$ cat config.mk
export PLATFORM = sky130hd
export DESIGN_NAME = demosaicNeighbor
export DESIGN_NICKNAME = d
export VERILOG_FILES = /design/src/verilog/pixelPkg.sv /design/src/verilog/rasterPkg.sv /design/src/verilog/rasterSequencer.sv /design/src/verilog/rowDelayBuffer.sv /design/src/verilog/bayerNeighborInterp.sv /design/src/verilog/demosaicNeighbor.sv
export VERILOG_INCLUDE_DIRS = /design/src /design/src/verilog
export SDC_FILE = /design/constraint.sdc
export NUM_CORES = 1
export LEC_CHECK = 0
export ABC_AREA = 1
export BUFFER_PORTS_ARGS = -buffer_cell sky130_fd_sc_hd__buf_2
export CAP_MARGIN = 20
export CORE_MARGIN = 4
export CORE_UTILIZATION = 65
export DETAILED_ROUTE_END_ITERATION = 8
export GPL_TIMING_DRIVEN = 0
export PLACE_DENSITY = 0.94
export SETUP_SLACK_MARGIN = 0.4
export SLEW_MARGIN = 10
export SYNTH_ARGS = -nofsm -noshare
export SYNTH_HDL_FRONTEND = slang
export SYNTH_SLANG_ARGS = --single-unit
$ cat constraint.sdc
create_clock -name clk -period 5.3 [get_ports clk]
set_input_delay 0.265 -clock clk [delete_from_list [all_inputs] [get_ports clk]]
set_output_delay 0.265 -clock clk [all_outputs]
set_load 0.005 [all_outputs]
$ cat src/verilog/demosaic_settings.svh
`ifndef DEMOSAIC_SETTINGS_SVH
`define DEMOSAIC_SETTINGS_SVH

// Frame geometry, small for simulation
`define DEMOSAIC_WIDTH 8
`define DEMOSAIC_HEIGHT 6
`define DEMOSAIC_SAMPLE_BITS 8

// Two rows buffered before the first position comes out
`define DEMOSAIC_LEAD_IN (`DEMOSAIC_WIDTH * 2)

// Frame plus two padding rows
`define DEMOSAIC_TOTAL (`DEMOSAIC_WIDTH * (`DEMOSAIC_HEIGHT + 2))

`endif

$ cat src/verilog/pixelPkg.sv
`include "demosaic_settings.svh"

package pixelPkg;

	// One raw Bayer sample, also used for one colour channel
	typedef logic [`DEMOSAIC_SAMPLE_BITS-1:0] sample_t;

	// Sum of two samples, one bit of headroom for the green average
	typedef logic [`DEMOSAIC_SAMPLE_BITS:0] sampleSum_t;

endpackage

$ cat src/verilog/rasterPkg.sv
`include "demosaic_settings.svh"

package rasterPkg;

	// Pixel position inside the frame
	typedef logic [15:0] coord_t;

	// Index into the frame plus padding stream
	typedef logic [31:0] sampleCount_t;

	// FILL while the row buffer is primed, SCAN while positions come out
	typedef enum logic {
		FILL,
		SCAN
	} seqState_t;

endpackage

$ cat src/verilog/rasterSequencer.sv
`timescale 1ns/1ps
`include "demosaic_settings.svh"

module rasterSequencer (
	input logic clk,
	input logic reset,
	input logic pixelValid,
	output logic posValid,
	output logic blank,
	output logic lastSample,
	output rasterPkg::coord_t xCur,
	output rasterPkg::coord_t yCur
);

	localparam rasterPkg::sampleCount_t FRAME_SAMPLES =
		rasterPkg::sampleCount_t'(`DEMOSAIC_WIDTH * `DEMOSAIC_HEIGHT);
	localparam rasterPkg::sampleCount_t LEAD_IN =
		rasterPkg::sampleCount_t'(`DEMOSAIC_LEAD_IN);
	localparam rasterPkg::sampleCount_t TOTAL =
		rasterPkg::sampleCount_t'(`DEMOSAIC_TOTAL);
	localparam rasterPkg::coord_t LAST_X = rasterPkg::coord_t'(`DEMOSAIC_WIDTH - 1);
	localparam rasterPkg::coord_t LAST_Y = rasterPkg::coord_t'(`DEMOSAIC_HEIGHT - 1);

	rasterPkg::sampleCount_t count;
	rasterPkg::seqState_t state;

	// Flags for the sample currently on the input
	assign posValid = (state == rasterPkg::SCAN);
	assign blank = (count >= FRAME_SAMPLES);
	assign lastSample = (count == TOTAL - 1);

	always_ff @(posedge clk) begin
		if (reset) begin
			count <= '0;
			state <= rasterPkg::FILL;
			xCur <= '0;
			yCur <= '0;
		end else if (pixelValid) begin
			// Wrap straight into the next frame
			if (lastSample) begin
				count <= '0;
			end else begin
				count <= count + 1'b1;
			end

			case (state)
				rasterPkg::FILL: begin
					if (count == LEAD_IN - 1) begin
						state <= rasterPkg::SCAN;
					end
				end
				rasterPkg::SCAN: begin
					if (lastSample) begin
						state <= rasterPkg::FILL;
					end
					// Raster walk, ends back at the origin after the last position
					if (xCur == LAST_X) begin
						xCur <= '0;
						if (yCur == LAST_Y) begin
							yCur <= '0;
						end else begin
							yCur <= yCur + 1'b1;
						end
					end else begin
						xCur <= xCur + 1'b1;
					end
				end
				default: begin
					state <= rasterPkg::FILL;
				end
			endcase
		end
	end

endmodule

$ cat src/verilog/rowDelayBuffer.sv
`timescale 1ns/1ps
`include "demosaic_settings.svh"

module rowDelayBuffer (
	input logic clk,
	input logic reset,
	input logic pixelValid,
	input logic blank,
	input pixelPkg::sample_t pixel,
	output pixelPkg::sample_t nearTap,
	output pixelPkg::sample_t farTap
);

	localparam int DEPTH = 2 * `DEMOSAIC_WIDTH;
	localparam int PTR_BITS = $clog2(DEPTH);
	localparam logic [PTR_BITS-1:0] ROW_OFFSET = PTR_BITS'(`DEMOSAIC_WIDTH);
	localparam logic [PTR_BITS-1:0] LAST_PTR = PTR_BITS'(DEPTH - 1);

	pixelPkg::sample_t rowMem [DEPTH];
	logic [PTR_BITS-1:0] wrPtr;
	logic [PTR_BITS-1:0] nearPtr;

	// One row behind the write slot, modulo the depth
	always_comb begin
		if (wrPtr >= ROW_OFFSET) begin
			nearPtr = wrPtr - ROW_OFFSET;
		end else begin
			nearPtr = wrPtr + ROW_OFFSET;
		end
	end

	// Slot about to be overwritten holds the sample two rows back
	assign farTap = rowMem[wrPtr];
	assign nearTap = rowMem[nearPtr];

	always_ff @(posedge clk) begin
		if (reset) begin
			wrPtr <= '0;
			for (int i = 0; i < DEPTH; i++) begin
				rowMem[i] <= '0;
			end
		end else if (pixelValid) begin
			// Padding rows enter as zero
			rowMem[wrPtr] <= blank ? '0 : pixel;
			if (wrPtr == LAST_PTR) begin
				wrPtr <= '0;
			end else begin
				wrPtr <= wrPtr + 1'b1;
			end
		end
	end

endmodule

$ cat src/verilog/bayerNeighborInterp.sv
`timescale 1ns/1ps

module bayerNeighborInterp (
	input logic clk,
	input logic reset,
	input logic pixelValid,
	input logic posValid,
	input logic lastSample,
	input pixelPkg::sample_t nearTap,
	input pixelPkg::sample_t farTap,
	input rasterPkg::coord_t xCur,
	input rasterPkg::coord_t yCur,
	output pixelPkg::sample_t red,
	output pixelPkg::sample_t green,
	output pixelPkg::sample_t blue,
	output rasterPkg::coord_t xPos,
	output rasterPkg::coord_t yPos,
	output logic outValid,
	output logic frameDone
);

	// Taps from the previous accepted sample
	pixelPkg::sample_t prevNear;
	pixelPkg::sample_t prevFar;

	pixelPkg::sample_t redNext;
	pixelPkg::sample_t blueNext;
	pixelPkg::sample_t greenA;
	pixelPkg::sample_t greenB;
	pixelPkg::sample_t greenNext;
	pixelPkg::sampleSum_t greenSum;

	// A = farTap, B = prevFar, C = nearTap, D = prevNear
	always_comb begin
		case ({yCur[0], xCur[0]})
			2'b00: begin
				redNext = nearTap;
				greenA = prevNear;
				greenB = farTap;
				blueNext = prevFar;
			end
			2'b01: begin
				redNext = prevNear;
				greenA = nearTap;
				greenB = prevFar;
				blueNext = farTap;
			end
			2'b10: begin
				redNext = farTap;
				greenA = prevFar;
				greenB = nearTap;
				blueNext = prevNear;
			end
			default: begin
				redNext = prevFar;
				greenA = farTap;
				greenB = prevNear;
				blueNext = nearTap;
			end
		endcase
	end

	// Remainder is dropped
	assign greenSum = pixelPkg::sampleSum_t'(greenA) + pixelPkg::sampleSum_t'(greenB);
	assign greenNext = pixelPkg::sample_t'(greenSum >> 1);

	always_ff @(posedge clk) begin
		if (pixelValid) begin
			prevNear <= nearTap;
			prevFar <= farTap;
			red <= redNext;
			green <= greenNext;
			blue <= blueNext;
		end
	end

	always_ff @(posedge clk) begin
		if (reset) begin
			xPos <= '0;
			yPos <= '0;
			outValid <= 1'b0;
			frameDone <= 1'b0;
		end else if (pixelValid) begin
			xPos <= xCur;
			yPos <= yCur;
			outValid <= posValid;
			frameDone <= lastSample;
		end else begin
			// Single-cycle strobes
			outValid <= 1'b0;
			frameDone <= 1'b0;
		end
	end

endmodule

$ cat src/verilog/demosaicNeighbor.sv
`timescale 1ns/1ps

module demosaicNeighbor (
	input logic clk,
	input logic reset,
	input pixelPkg::sample_t pixel,
	input logic pixelValid,
	output pixelPkg::sample_t red,
	output pixelPkg::sample_t green,
	output pixelPkg::sample_t blue,
	output rasterPkg::coord_t xPos,
	output rasterPkg::coord_t yPos,
	output logic outValid,
	output logic frameDone
);

	logic posValid;
	logic blank;
	logic lastSample;
	rasterPkg::coord_t xCur;
	rasterPkg::coord_t yCur;
	pixelPkg::sample_t nearTap;
	pixelPkg::sample_t farTap;

	rasterSequencer u_rasterSequencer (
		.clk(clk),
		.reset(reset),
		.pixelValid(pixelValid),
		.posValid(posValid),
		.blank(blank),
		.lastSample(lastSample),
		.xCur(xCur),
		.yCur(yCur)
	);

	rowDelayBuffer u_rowDelayBuffer (
		.clk(clk),
		.reset(reset),
		.pixelValid(pixelValid),
		.blank(blank),
		.pixel(pixel),
		.nearTap(nearTap),
		.farTap(farTap)
	);

	bayerNeighborInterp u_bayerNeighborInterp (
		.clk(clk),
		.reset(reset),
		.pixelValid(pixelValid),
		.posValid(posValid),
		.lastSample(lastSample),
		.nearTap(nearTap),
		.farTap(farTap),
		.xCur(xCur),
		.yCur(yCur),
		.red(red),
		.green(green),
		.blue(blue),
		.xPos(xPos),
		.yPos(yPos),
		.outValid(outValid),
		.frameDone(frameDone)
	);

endmodule

Yosys cells after proc, flatten, opt, wreduce, memory -nomap -nowiden. Memory sizes are Yosys's and may differ from the RTL's. A register that Yosys moved wholly into a read port is not among the register bits. Index checks and enable logic that the tools add are counted.

Register bits after elaboration: 143. Bits in writable memories: 128. Output and inout port bits: 58. Logic and storage cells: 61. Memories: 1.

$add $sub $neg: 7. $lt $le $gt $ge: 2. Eq/ne operators: 7. Mux-type cells: 23. Bitwise operators: 2. Reduce and logical (&&, ||, !) cells: 5.

Memories: u_rowDelayBuffer.rowMem (depth 16, width 8, rd ports 2, clocked after memory_dff 1, write ports 16, RTL line rowDelayBuffer.sv:19) `pixelPkg::sample_t rowMem [DEPTH];`.

Operators with widths (number): $pmux 8 s3 (4); $add 16x1->16 const B (2); $add 32x1->32 const B (1); $eq 16x3->1 const B (2); $eq 32x4->1 const B (1); $eq 32x6->1 const B (1); $ge 32x6->1 const B (1); $mux 16 (2); $mux 32 (1); $mux 4 (5); $mux 8 (2); $add 8x8->9 (1); $mux 1 (8); $reduce_or 8->1 (1); $add 4x1->4 const B (1); $add 4x4->4 const B (1); $eq 4x4->1 const B (1); $ge 4x4->1 const B (1); $sub 4x4->4 const B (1); $reduce_and 3->1 (1); $eq 2x1->1 const B (1); $eq 2x2->1 const B (1); $logic_not 2->1 (1); $not 1->1 (2); other kinds (3) (3).

Depth between registers and ports, before layout.
Word-level depth: 5. Depth in mapped cells: 20. Mapped depth without buffers: 19.

By module. Synthesis repeated with hierarchy kept, for this count alone.

Cell total of the unflattened synthesis: 2113. Area, all modules: 15401.0 um^2.

By module, submodules not included: rowDelayBuffer (times used 1, cells an instance 1078, area an instance 8018.9 um^2, sequential area each 4003.8 um^2); rasterSequencer (times used 1, cells an instance 628, area an instance 3886.2 um^2, sequential area each 1301.2 um^2); bayerNeighborInterp (times used 1, cells an instance 407, area an instance 3495.9 um^2, sequential area each 1881.8 um^2).

Worst setup path after synthesis. No wires, ideal clock.

Path kind: reg-to-reg. From: reg u_rowDelayBuffer.wrPtr[0]. To: reg u_bayerNeighborInterp.green[5] (data pin). Arrival time: 2.721 ns. Required time: 5.047 ns. Slack: 2.327 ns. Cell stages (with the launch flop): 17. Buffers on the path: 3. Period minus slack after synthesis: 2.973 ns. Cells stage by stage: dfxtp_1 > buf_4 > buf_2 > buf_2 > o21ai_0 > o21ai_0 > a22o_1 > nor2_1 > o21ai_0 > o21a_1 > inv_1 > fa_1 > o21ai_0 > a21oi_1 > o21ai_0 > and2_1 > nor2_1.

Word-level cells in the longest chain between the ends: 5. Elaborated cells between the ends (all ways): 8. Classes of those cells: add/sub (3); order compare (1); mux (3); memory (1).

Ends and longest elaborated chain: start, declared (RTL line rowDelayBuffer.sv:20) `logic [PTR_BITS-1:0] wrPtr;`; start signal, assigned (RTL line rowDelayBuffer.sv:48) `wrPtr <= wrPtr + 1'b1;`; $add 4x4->4 (tied with other cells) (RTL line rowDelayBuffer.sv:28) `nearPtr = wrPtr + ROW_OFFSET;`; $mux 4 * (RTL line rowDelayBuffer.sv:25) `if (wrPtr >= ROW_OFFSET) begin`; $mem_v2 16x8 *; $pmux 8 s3 (RTL line bayerNeighborInterp.sv:35) `case ({yCur[0], xCur[0]})`; $add 8x8->9 * (RTL line bayerNeighborInterp.sv:64) `assign greenSum = pixelPkg::sampleSum_t'(greenA) + pixelPkg::sampleSum_t'(greenB);`; named net u_bayerNeighborInterp.greenSum[6] (RTL line bayerNeighborInterp.sv:31) `pixelPkg::sampleSum_t greenSum;`; end signal, assigned (RTL line bayerNeighborInterp.sv:72) `green <= greenNext;`; end, declared (RTL line bayerNeighborInterp.sv:14) `output pixelPkg::sample_t green,`.

Mark *: on every way through the listed nets, which the timed path passes. The rest lies on a longest branch. A chain may end at the register's enable or synchronous reset.

Worst setup path after layout.
From: reg u_rowDelayBuffer.wrPtr[0]. To: reg u_bayerNeighborInterp.green[7] (data pin).

Word-level cells in the longest chain between the ends: 5. Elaborated cells between the ends (all ways): 8. Classes of those cells: add/sub (3); order compare (1); mux (3); memory (1).

Ends and longest elaborated chain: $add 4x4->4 (tied with other cells) (RTL line rowDelayBuffer.sv:28); $mux 4 * (RTL line rowDelayBuffer.sv:25); $mem_v2 16x8 *; named net nearTap[3] (RTL line demosaicNeighbor.sv:22) `pixelPkg::sample_t nearTap;`; $pmux 8 s3 (RTL line bayerNeighborInterp.sv:35); $add 8x8->9 * (RTL line bayerNeighborInterp.sv:64); named net u_bayerNeighborInterp.greenSum[8] (RTL line bayerNeighborInterp.sv:31).

Marks and branches as above.

==> impl_metrics.csv <==
group,metric,value,unit
status,outcome,"finished, violations left",
status,violations,"DRC",
clocking,cts_hold_buf,0,
sta,setup_viol,0,
sta,min_period,4.51,ns
worst_setup_path,cp_common_cell,"o21ai_0",
yosys,syn_avg_cell_area,8.08,µm²
yosys,yosysSeqAreaShare,50.6,%
sta,fmax,222,MHz
clocking,post-cts-setup-buffer-count,0,
yosys,synth.most_common_cell,"nor2_1",
floorplan,start_util,66.7,%
sta,rsz0062_at_grt,"no",
detailed_routing,drtIter0Drc,2000,
clocking,clock_path_buffers,3,
power,p_clk_share,39.2,%
clocking,cts.sink_count,275,
yosys,async_flop_share,0,%
clocking,clk_pin_slew,0.06,ns
worst_setup_path,slowest_delay,0.69,ns
clocking,clk_latency,0.56,ns
detailed_routing,drc,1,
sta,relSlewSlack,29.2,%
worst_setup_path,worstSetupEndpointType,"flip-flop",
finish,final_nets,1886,
power,p_sw_share,26.8,%
power,leakage,6.16,nW
finish,drive_gt1_share,8.78,%
yosys,yosys.area.top_type,"edfxtp_1",
finish,multi_input_area,0.00597,mm²
floorplan,rows,53,
finish,nFillCells,1548,
detailed_routing,route.detailed.wl_per_inst,21.3,µm
clocking,htreeDepth,1,
worst_setup_path,path_class,"reg -> reg",
global_routing,grt_pass1_wl,70.7,mm
yosys,ys_warn_count,0,
finish,diodes,0,
power,p_comb_share,13.0,%
clocking,cts_tree,"done",
power,ir_drop,0.295,mV
sta,fin_setup_tns,0,ns
power,p_sw,1.36,mW
global_routing,antenna_found_initial,0,
clocking,post_cts_resize_count,0,
sta,tightest_slew,1.06,ns
global_routing,grt_util_all_layers,37.1,%
yosys,syn_inst,1759,
finish,syn_to_final_growth,11.4,%
floorplan,die_w,156,µm
yosys,ys_types,54,
yosys,synth-edff-count,168,
floorplan,ios,69,
power,powerDensity,322,mW/mm²
worst_setup_path,cp.required,5.69,ns
hold_path,hold_path_class,"in -> reg",
yosys,netlist_area,0.0142,mm²
detailed_routing,wl,46.0,mm
place,io_buffers,68,
finish,stdcell_count,2155,
detailed_routing,firstDrtPassIters,9,
floorplan,core,0.0213,mm²
clocking,root_buffer,"clkbuf_16",
global_routing,grt-ovfl-total,0,
yosys,synthTopCellsByArea,"edfxtp_1 (36%), dfxtp_1 (15%), nor2_1 (8.2%)",
worst_setup_path,rr_startpoint,"u_rowDelayBuffer.wrPtr[0]",
yosys,synth_top_cells_by_count,"nor2_1 (309), nand2_1 (265), o21ai_0 (204)",
yosys,ys.flop_type,"edfxtp_1",
worst_setup_path,arrival,4.91,ns
sta,hold_viol_final,0,
power,pwr-share-seq,47.8,%
place,gp_congestion,1.01,
sta,maxSlewViolCount,0,
global_routing,grt_pass1_vias,13200,
clocking,numCtsBuffers,29,
worst_setup_path,cpMaxStageDelayCell,"clkbuf_1",
floorplan,die_h,156,µm
power,p_int,3.73,mW
flow_run,drv_cap,0,
sta,period_share,85.2,%
floorplan,die_area,0.0243,mm²
place,hpwl,32.5,mm
global_routing,grt_start_max_net_pins,46,
detailed_routing,ant_nets,0,
yosys,synth_seq_cells,275,
detailed_routing,num_vias,13900,
place,place_inst,2102,
yosys,netlist.area_leader.share,35.5,%
detailed_routing,viasPerCell,6.43,
finish,regArea,0.00719,mm²
hold_path,min_from,"reset",
worst_setup_path,startpoint_type,"flip-flop",
yosys,synth_fp_nets,1787,
worst_setup_path,path_max_fanout,10,
sta,finClkSkew,0.0171,ns
worst_setup_path,cp_cell_sequence,"buf_4, buf_2, clkbuf_1, o21ai_0, o21ai_0, nand2_1, nand4_1, inv_1, a21oi_1, o22ai_1, inv_1, ha_1, nand2_1, o21ai_0, a21oi_1, o21ai_0, and2_1, nor2_1, o21bai_1",
worst_setup_path,critPathLaunch,"u_rowDelayBuffer.wrPtr[0]",
## power groups by stage
stage	clock network [mW]	logic [mW]	registers, mW
global route	2.08	0.709	2.44
global placement	0	0.602	2.47
finish	2.00	0.660	2.43
floorplan	0	0.383	2.47
CTS	1.99	0.630	2.43
detailed placement	0	0.625	2.48
## per-layer routing
layer | up-vias | routed length [µm] | global-route usage [%] | part of all wire, %
li1 | 6212 | - | - | -
met1 | 6339 | 16600 | 48.2 | 36
met2 | 1092 | 21100 | 60.4 | 46
met3 | 221 | 5850 | 7.91 | 13
met4 | 0 | 2370 | 16.4 | 5.2
met5 | - | 0 | 0 | 0
## final cells by class
class	instances	share of cell area, %
Buffer	87	2.27
Clock buffer	48	5.70
Clock inverter	5	0.166
Inverter	183	4.36
Multi-Input combinational cell	1214	37.7
Sequential cell	275	45.4
Tap cell	275	2.18
Timing Repair Buffer	68	2.15
## critical path, delay by kind of cell, from the launching register on
kind	cells	cell delay [ns]
compound gates	8	1.50
buf+inv	5	1.47
simple gates	5	0.79
flops	1	0.37
fa+ha+maj	1	0.22
## cell usage in the layout, fill, tap and decap left out, drive strengths merged, types with 7 or more instances in the layout
cell | netlist | routed
nor3 | 34 | 34
nor2 | 316 | 316
clkinv | 3 | 7
dfxtp | 107 | 107
nor4 | 19 | 19
inv | 180 | 181
o211ai | 19 | 19
xor2 | 13 | 13
nand4 | 28 | 28
a21oi | 144 | 144
nand2 | 267 | 267
o221ai | 15 | 15
o22ai | 9 | 9
buf | 30 | 98
nand3 | 62 | 62
clkbuf | 57 | 105
ha | 16 | 16
a22oi | 15 | 15
edfxtp | 168 | 168
o21ai | 212 | 212
## cells by family after synthesis
| family | synth area share [%] |
|---|---|
| AND/OR/NAND/NOR | 22.0 |
| AO/OA/AOI/OAI | 17.4 |
| flip-flops | 50.6 |
| buffers and inverters | 7.38 |
| adder cells (fa/ha/maj) | 1.55 |
| XOR/XNOR | 1.11 |
## final timing paths
kind / end / slack, ns / cells after the start
worst max-delay path: u_bayerNeighborInterp.green[7] / 0.79 / 19
worst max register to register: u_bayerNeighborInterp.green[7] / 0.79 / 19
worst min register to register: u_bayerNeighborInterp.xPos[13] / 0.49 / 2
worst min-delay path: u_rasterSequencer.yCur[0] / 0.15 / 4
## registers in the layout, indices dropped and copies added, names as in the netlist, 4 cells and up, named ones only
name,count
u_bayerNeighborInterp.green,8
u_bayerNeighborInterp.red,8
u_rasterSequencer.xCur,16
u_rowDelayBuffer.wrPtr,4
u_rasterSequencer.count,32
u_bayerNeighborInterp.yPos,16
u_bayerNeighborInterp.prevFar,8
u_rasterSequencer.yCur,16
u_bayerNeighborInterp.prevNear,8
u_rowDelayBuffer.rowMem,128
u_bayerNeighborInterp.xPos,16
u_bayerNeighborInterp.blue,8
## stage by stage
step	power [mW]	hold slack [ns]	cell area [µm²]	worst slack (ns)	util (%)
2_1_floorplan	2.85	0.377	14200	2.33	-
5_1_grt	5.23	0.155	15800	0.645	74.3
3_5_place_dp	3.10	0.470	14900	1.02	69.9
4_1_cts	5.05	0.121	15800	1.00	74.3
6_report	5.09	0.148	15800	0.786	74.3
3_3_place_gp	3.07	0.461	14900	1.29	69.9
No activity file was read; power rests on OpenSTA's default activity.
